<file path="src/rtl/led_panel_params.svh">
`ifndef LED_PANEL_PARAMS_SVH
`define LED_PANEL_PARAMS_SVH

// serial driver chains, one bit per chain in each framebuffer word
`define NUM_CHAINS 30

// shift bits loaded per column
`define COLUMN_BITS 8

// multiplexed panel columns
`define NUM_COLUMNS 8

// input buffer entries and the source's starting credit count
`define FIFO_DEPTH 4

// system clocks per controller enable tick
`define CLK_DIV 4

// enable ticks with gclk held off after the latch
`define BLANKING_TIME 6

// system clocks per heartbeat toggle
`define HB_COUNT 40

`endif

</file>
<file path="src/rtl/led_panel_pkg.sv">
`include "led_panel_params.svh"

package led_panel_pkg;

    // one bit for each driver chain
    typedef logic [`NUM_CHAINS-1:0] fb_word_t;

    // one-hot active column
    typedef logic [`NUM_COLUMNS-1:0] column_sel_t;

    // shift bit position within a column load
    typedef logic [$clog2(`COLUMN_BITS+1)-1:0] bit_count_t;

    // blanking ticks elapsed
    typedef logic [$clog2(`BLANKING_TIME+1)-1:0] blank_count_t;

    // driver controller FSM
    typedef enum logic [2:0] {
        IDLE,
        SHIFT_LOW,
        SHIFT_HIGH,
        LATCH,
        BLANK
    } drv_state_t;

endpackage

</file>
<file path="src/rtl/clock_enable.sv">
`timescale 1ns/1ps
`include "led_panel_params.svh"

module clock_enable (
    input  logic clk,
    input  logic arst_n,
    output logic en_tick
);

    typedef logic [$clog2(`CLK_DIV)-1:0] div_count_t;

    div_count_t div_cnt;

    // strobe on the last count of each period
    assign en_tick = (div_cnt == div_count_t'(`CLK_DIV - 1));

    always_ff @(posedge clk or negedge arst_n) begin
        if (!arst_n) begin
            div_cnt <= '0;
        end else if (en_tick) begin
            div_cnt <= '0;
        end else begin
            div_cnt <= div_cnt + 1'b1;
        end
    end

endmodule

</file>
<file path="src/rtl/word_fifo.sv">
`timescale 1ns/1ps
`include "led_panel_params.svh"

module word_fifo import led_panel_pkg::*; (
    input  logic     clk,
    input  logic     arst_n,
    input  logic     push,
    input  fb_word_t push_data,
    input  logic     pop,
    output fb_word_t head_data,
    output logic     empty,
    output logic     credit_return
);

    typedef logic [$clog2(`FIFO_DEPTH)-1:0]   ptr_t;
    typedef logic [$clog2(`FIFO_DEPTH+1)-1:0] occ_t;

    fb_word_t mem [`FIFO_DEPTH];
    ptr_t     wr_ptr;
    ptr_t     rd_ptr;
    occ_t     count;
    logic     do_pop;

    assign empty     = (count == '0);
    assign head_data = mem[rd_ptr];
    assign do_pop    = pop && !empty;

    // every word leaving hands one credit back upstream
    assign credit_return = do_pop;

    // storage written on every push
    always_ff @(posedge clk) begin
        if (push) begin
            mem[wr_ptr] <= push_data;
        end
    end

    always_ff @(posedge clk or negedge arst_n) begin
        if (!arst_n) begin
            wr_ptr <= '0;
            rd_ptr <= '0;
            count  <= '0;
        end else begin
            if (push) begin
                wr_ptr <= (wr_ptr == ptr_t'(`FIFO_DEPTH - 1)) ? '0 : wr_ptr + 1'b1;
            end
            if (do_pop) begin
                rd_ptr <= (rd_ptr == ptr_t'(`FIFO_DEPTH - 1)) ? '0 : rd_ptr + 1'b1;
            end
            case ({push, do_pop})
                2'b10:   count <= count + 1'b1;
                2'b01:   count <= count - 1'b1;
                default: count <= count;
            endcase
        end
    end

endmodule

</file>
<file path="src/rtl/driver_controller.sv">
`timescale 1ns/1ps
`include "led_panel_params.svh"

module driver_controller import led_panel_pkg::*; (
    input  logic     clk,
    input  logic     arst_n,
    input  logic     en_tick,
    input  logic     fifo_empty,
    input  fb_word_t fifo_data,
    output logic     fifo_pop,
    output logic     driver_sclk,
    output logic     driver_gclk,
    output logic     driver_lat,
    output fb_word_t drivers_sin,
    output logic     column_ready
);

    drv_state_t   state;
    bit_count_t   bit_cnt;
    blank_count_t blank_cnt;
    logic         load_slot;
    logic         last_bit;
    logic         last_blank;

    assign load_slot  = (state == IDLE) || (state == SHIFT_LOW);
    assign last_bit   = (bit_cnt == bit_count_t'(`COLUMN_BITS - 1));
    assign last_blank = (blank_cnt == blank_count_t'(`BLANKING_TIME - 1));

    // read the head word only on a tick in a load slot
    assign fifo_pop = en_tick && load_slot && !fifo_empty;

    // chain data set up half a shift period before sclk rises
    always_ff @(posedge clk) begin
        if (fifo_pop) begin
            drivers_sin <= fifo_data;
        end
    end

    always_ff @(posedge clk or negedge arst_n) begin
        if (!arst_n) begin
            state        <= IDLE;
            bit_cnt      <= '0;
            blank_cnt    <= '0;
            driver_sclk  <= 1'b0;
            driver_gclk  <= 1'b0;
            driver_lat   <= 1'b0;
            column_ready <= 1'b0;
        end else begin
            column_ready <= 1'b0;
            if (en_tick) begin
                case (state)
                    IDLE, SHIFT_LOW: begin
                        driver_sclk <= 1'b0;
                        driver_gclk <= ~driver_gclk;
                        // without a word we just sit here with sclk low
                        if (!fifo_empty) begin
                            state <= SHIFT_HIGH;
                        end
                    end
                    SHIFT_HIGH: begin
                        driver_sclk <= 1'b1;
                        driver_gclk <= ~driver_gclk;
                        if (last_bit) begin
                            bit_cnt <= '0;
                            state   <= LATCH;
                        end else begin
                            bit_cnt <= bit_cnt + 1'b1;
                            state   <= SHIFT_LOW;
                        end
                    end
                    LATCH: begin
                        // sclk drops on the same edge lat rises
                        driver_sclk <= 1'b0;
                        driver_lat  <= 1'b1;
                        driver_gclk <= 1'b0;
                        blank_cnt   <= '0;
                        state       <= BLANK;
                    end
                    BLANK: begin
                        driver_lat  <= 1'b0;
                        driver_gclk <= 1'b0;
                        if (last_blank) begin
                            column_ready <= 1'b1;
                            state        <= SHIFT_LOW;
                        end else begin
                            blank_cnt <= blank_cnt + 1'b1;
                        end
                    end
                    default: begin
                        state <= IDLE;
                    end
                endcase
            end
        end
    end

endmodule

</file>
<file path="src/rtl/column_mux.sv">
`timescale 1ns/1ps
`include "led_panel_params.svh"

module column_mux import led_panel_pkg::*; (
    input  logic        clk,
    input  logic        arst_n,
    input  logic        column_ready,
    output column_sel_t mux_out
);

    // starts at column 0 and rotates left with wrap on each advance strobe
    always_ff @(posedge clk or negedge arst_n) begin
        if (!arst_n) begin
            mux_out <= column_sel_t'(1);
        end else if (column_ready) begin
            mux_out <= {mux_out[`NUM_COLUMNS-2:0], mux_out[`NUM_COLUMNS-1]};
        end
    end

endmodule

</file>
<file path="src/rtl/heartbeat.sv">
`timescale 1ns/1ps
`include "led_panel_params.svh"

module heartbeat (
    input  logic clk,
    input  logic arst_n,
    output logic heartbeat_led
);

    typedef logic [$clog2(`HB_COUNT)-1:0] hb_count_t;

    hb_count_t hb_cnt;
    logic      wrap;

    assign wrap = (hb_cnt == hb_count_t'(`HB_COUNT - 1));

    always_ff @(posedge clk or negedge arst_n) begin
        if (!arst_n) begin
            hb_cnt        <= '0;
            heartbeat_led <= 1'b0;
        end else if (wrap) begin
            hb_cnt        <= '0;
            heartbeat_led <= ~heartbeat_led;
        end else begin
            hb_cnt <= hb_cnt + 1'b1;
        end
    end

endmodule

</file>
<file path="src/rtl/led_panel_top.sv">
`timescale 1ns/1ps

module led_panel_top import led_panel_pkg::*; (
    input  logic        clk,
    input  logic        arst_n,
    input  logic        pix_valid,
    input  fb_word_t    pix_data,
    output logic        credit_return,
    output logic        driver_sclk,
    output logic        driver_gclk,
    output logic        driver_lat,
    output fb_word_t    drivers_sin,
    output column_sel_t mux_out,
    output logic        heartbeat_led
);

    logic     en_tick;
    logic     fifo_empty;
    fb_word_t fifo_data;
    logic     fifo_pop;
    logic     column_ready;

    // framebuffer words in, credits back to the source
    word_fifo u_word_fifo (
        .clk           (clk),
        .arst_n        (arst_n),
        .push          (pix_valid),
        .push_data     (pix_data),
        .pop           (fifo_pop),
        .head_data     (fifo_data),
        .empty         (fifo_empty),
        .credit_return (credit_return)
    );

    // shift pacing for the controller
    clock_enable u_clock_enable (
        .clk     (clk),
        .arst_n  (arst_n),
        .en_tick (en_tick)
    );

    driver_controller u_driver_controller (
        .clk          (clk),
        .arst_n       (arst_n),
        .en_tick      (en_tick),
        .fifo_empty   (fifo_empty),
        .fifo_data    (fifo_data),
        .fifo_pop     (fifo_pop),
        .driver_sclk  (driver_sclk),
        .driver_gclk  (driver_gclk),
        .driver_lat   (driver_lat),
        .drivers_sin  (drivers_sin),
        .column_ready (column_ready)
    );

    column_mux u_column_mux (
        .clk          (clk),
        .arst_n       (arst_n),
        .column_ready (column_ready),
        .mux_out      (mux_out)
    );

    heartbeat u_heartbeat (
        .clk           (clk),
        .arst_n        (arst_n),
        .heartbeat_led (heartbeat_led)
    );

endmodule

</file>
<file path="config.mk">
export PLATFORM = sky130hd
export DESIGN_NAME = led_panel_top
export DESIGN_NICKNAME = d
export VERILOG_FILES = /design/src/rtl/led_panel_pkg.sv /design/src/rtl/clock_enable.sv /design/src/rtl/word_fifo.sv /design/src/rtl/driver_controller.sv /design/src/rtl/column_mux.sv /design/src/rtl/heartbeat.sv /design/src/rtl/led_panel_top.sv
export VERILOG_INCLUDE_DIRS = /design/src /design/src/rtl
export SDC_FILE = /design/constraint.sdc
export NUM_CORES = 1
export LEC_CHECK = 0
export BUFFER_PORTS_ARGS = -buffer_cell sky130_fd_sc_hd__buf_2
export CAP_MARGIN = 20
export CORE_MARGIN = 4
export CORE_UTILIZATION = 60
export CTS_CLUSTER_SIZE = 30
export DETAILED_ROUTE_END_ITERATION = 12
export MAX_ROUTING_LAYER = met4
export PLACE_DENSITY = 0.81
export SETUP_SLACK_MARGIN = 0.15
export SYNTH_ARGS = -nofsm -noshare
export SYNTH_HDL_FRONTEND = slang
export SYNTH_SLANG_ARGS = --single-unit
</file>
<file path="constraint.sdc">
create_clock -name clk -period 4.5 [get_ports clk]
set_clock_uncertainty 0.15 [all_clocks]
set_input_delay 0.675 -clock clk [delete_from_list [all_inputs] [get_ports clk]]
set_output_delay 0.675 -clock clk [all_outputs]
set_load 0.1 [all_outputs]
</file>
==> key figures <==
Run status
  • Run status: finished clean

Finish
  • Most frequent cells in the layout: 150 x edfxtp_1, 75 x buf_2, 36 x dfrtp_1, 30 x mux4_2, 17 x clkbuf_16
  • FF/Latch Area: ~5500 µm²
  • Design area: approximately 8000 µm²
  • Layout cells sized above 1: 36.1%
  • # nets final: approximately 470
  • Area growth from synthesis to layout: 15.6%
  • Most common cell after layout, fill and taps aside: edfxtp_1
  • Area of the multi-input gates: roughly 1500 µm²
  • Number of fillers in the final layout: between 600 and 700
  • Non-Filler Instances: roughly 580

Detailed routing
  • Via/cell ratio: 5.75
  • Routed WL: around 12000 µm
  • Post-detailed-route count of antenna-violating nets: 0
  • WL/cell: ~21 µm
  • First-pass DRT Iterations: 4
  • DRC viols: 0
  • Via count: between 3000 and 4000
  • DRT iter0 DRCs: 287

STA
  • Measured slew at the worst slew-check pin: between 800 and 900 ps
  • Setup repair after global routing missed its margin: no
  • WHS: slightly above 200 ps
  • Crit path time final: 3600 ps
  • Final Hold Vio Count: 0
  • Slew headroom: 44.3%
  • Fin. max-slew vios: 0
  • Period utilization: between 80% and 90%
  • Fmax: 0.278 GHz
  • Fin worst setup slack: roughly 900 ps
  • Setup Viol. Count Final: 0
  • Total negative slack: 0 ps

Yosys
  • Synth warnings: 0
  • Post-synth ARST share: 20.2%
  • Main flop type after synthesis: edfxtp_1
  • Syn nets: just under 400
  • Post-Synthesis Cells: 343
  • Number of synthesized flops with an enable pin: 150
  • Mapped Area: about 7100 µm²
  • Unique masters post-synth: 48
  • Flops & latches, synth: between 150 and 200
  • Mean Syn Cell Area: between 20 and 25 µm²
  • Seq/Total Area, Yosys: about 77%

Worst setup path
  • RR Startpoint: u_clock_enable.div_cnt[0]$_DFF_PN0_
  • Arr. time, crit path: 2780 ps
  • Crit path required time: between 3000 and 4000 ps
  • Critical path startpoint: u_clock_enable.div_cnt[0]$_DFF_PN0_
  • Largest delay share family, worst path: buffers and inverters
  • Crit path cell chain: ha_1 > nand2b_1 > or3_4 > inv_1 > buf_2
  • Worst Path Buf+Inv: 2
  • Worst path max stage delay: ~550 ps
  • CP Max Fanout: 15
  • Crit Path Category: reg2out
  • Crit. End Element: primary output
  • CP startpoint kind: flip-flop
  • Critical Path Slowest Stage Cell: buf_2

GRT
  • GRT Util Overall: between 20% and 30%
  • Vias in the first global route: around 3600
  • Total gr overflow: 0
  • First-pass GRT wire length: 19400 µm
  • Largest net degree at the start of global routing: 39
  • Initial antenna violation count: 1

Pwr
  • Pleak: between 3 and 4 nW
  • P per Cell Area: approximately 580 nW/µm²
  • Peak VDD IR: 0.468 mV

Placed design
  • Setup WS pre-CTS: 1250 ps
  • Placer congestion estimate: slightly below 0.8
  • Post-detailed-placement half-perimeter wirelength: between 7000 and 8000 µm
  • Placed cells: 551
  • Number of I/O port buffers: 75
  • Placed cell area: roughly 7600 µm²

Floorplan
  • Full die area: between 10000 and 15000 µm²
  • Initial Utilization: between 60% and 70%
  • Die H: ~120 µm
  • IO Pins: 76
  • Die X: approximately 120 µm
  • Std cell rows: 39
  • CORE AREA: around 11000 µm²

Clock tree
  • Worst-path clk slew: 60 ps
  • Worst skew pair latency: between 400 and 500 ps
  • Clock sinks: approximately 190
  • Root Buffer: clkbuf_16
  • H-tree depth: 4
  • Post-CTS Repair Setup Buffers: 0
  • Resized Gates After CTS: 0
  • Num CTS Buffers: 17
  • Max Buffers Root-to-Sink: 2
  • Post-CTS Hold Buffers: 0
  • CTS tree: done

Worst hold path
  • Worst hold path class: in2async

Run
  • Maxcap violations: 0
==> metal layers <==
layer  GRT usage, %  wire (µm)  vias to the layer above  share of wire (%)
met1           24.8       4850                     1719                 40
met2           32.7       6400                       94                 53
met5              -          0                        -                  0
met4           7.58        195                        0                1.6
li1               -          -                     1530                  -
met3           6.06        722                       14                5.9
==> kinds of logic after synthesis <==
family,share of synthesized area [%]
AOI/OAI and AO/OA,2.06
muxes,11.9
and+or+nand+nor,3.78
xor gates and xnor gates,0.994
adders and majority gates,2.24
DFF,77.4
buffers and inverters,1.65
==> through the flow <==
step / util, % / power [mW]
finish: 71.1 / 4.70
global placement: 65.9 / 3.23
detailed placement: 65.9 / 3.28
floorplan: - / 3.07
global route: 71.1 / 4.94
CTS: 71.1 / 4.76
==> synthesized netlist by cell type (2+ instances only) <==
cell type / number / area, µm²
nand2b_1: 2 / 12.5
xnor2_1: 4 / 35.0
nor3b_1: 2 / 15.0
nand4b_1: 2 / 17.5
buf_1: 2 / 7.51
inv_1: 11 / 41.3
o211ai_1: 2 / 15.0
nand3b_1: 3 / 22.5
nand2_1: 8 / 30.0
mux2_4: 2 / 30.0
or3b_1: 2 / 17.5
edfxtp_1: 150 / 4500
xor2_1: 4 / 35.0
buf_4: 6 / 45.0
mux4_2: 30 / 676
buf_2: 3 / 15.0
and2_1: 4 / 25.0
nor2_1: 6 / 22.5
clkbuf_1: 2 / 7.51
ha_1: 11 / 138
a21oi_1: 5 / 25.0
dfrtp_1: 37 / 926
o21ai_0: 7 / 35.0
nor3_1: 2 / 10.0
nand3_1: 4 / 20.0
mux2_2: 10 / 113
==> cell type report <==
type / count / share of cell area [%]
inverter: 11 / 0.507
timing repair buffer: 78 / 4.88
sequential: 188 / 67.0
clock buffer: 17 / 5.22
antenna: 1 / 0.0307
multi-input combinational: 131 / 18.2
tap: 143 / 2.20
clock inverter: 15 / 2.00
==> path summary, 6_finish.rpt <==
check	end	slack, ps	cells past startpoint
worst min register to register	u_clock_enable.div_cnt[0]$_DFF_PN0_	270	1
min in group clk	u_clock_enable.div_cnt[0]$_DFF_PN0_	270	1
worst max-delay path	credit_return	900	5
worst max register to register	u_word_fifo.count[2]$_DFFE_PN0P_	1180	10
max in group asynchronous	u_word_fifo.rd_ptr[0]$_DFFE_PN0P_	3420	1
worst min-delay path	u_driver_controller.blank_cnt[1]$_DFFE_PN0P_	200	1
==> registers in the layout, summed over array words and instances, names as in the netlist, 2 cells and up <==
| register | cells |
|---|---|
| u_driver_controller.blank_cnt | 3 |
| u_word_fifo.wr_ptr | 2 |
| u_driver_controller.state | 3 |
| u_clock_enable.div_cnt | 2 |
| u_word_fifo.count | 3 |
| u_driver_controller.bit_cnt | 4 |
| u_word_fifo.mem | 120 |
| u_column_mux.mux_out | 8 |
| u_word_fifo.rd_ptr | 2 |
| u_driver_controller.drivers_sin | 30 |
| u_heartbeat.hb_cnt | 6 |
==> report_power, final <==
part,switching (mW),internal [mW]
registers,0.178,2.21
logic,0.449,0.407
clock network,0.633,0.827
==> worst register-to-register path, delay by kind of cell (launching register included) <==
family / cells / cell delay [ps]
flip-flops: 1 / 350
XOR/XNOR: 2 / 370
AND/OR/NAND/NOR: 3 / 720
adder cells (fa/ha/maj): 3 / 1060
buffers and inverters: 2 / 600
(Power assumes the default switching activity.)
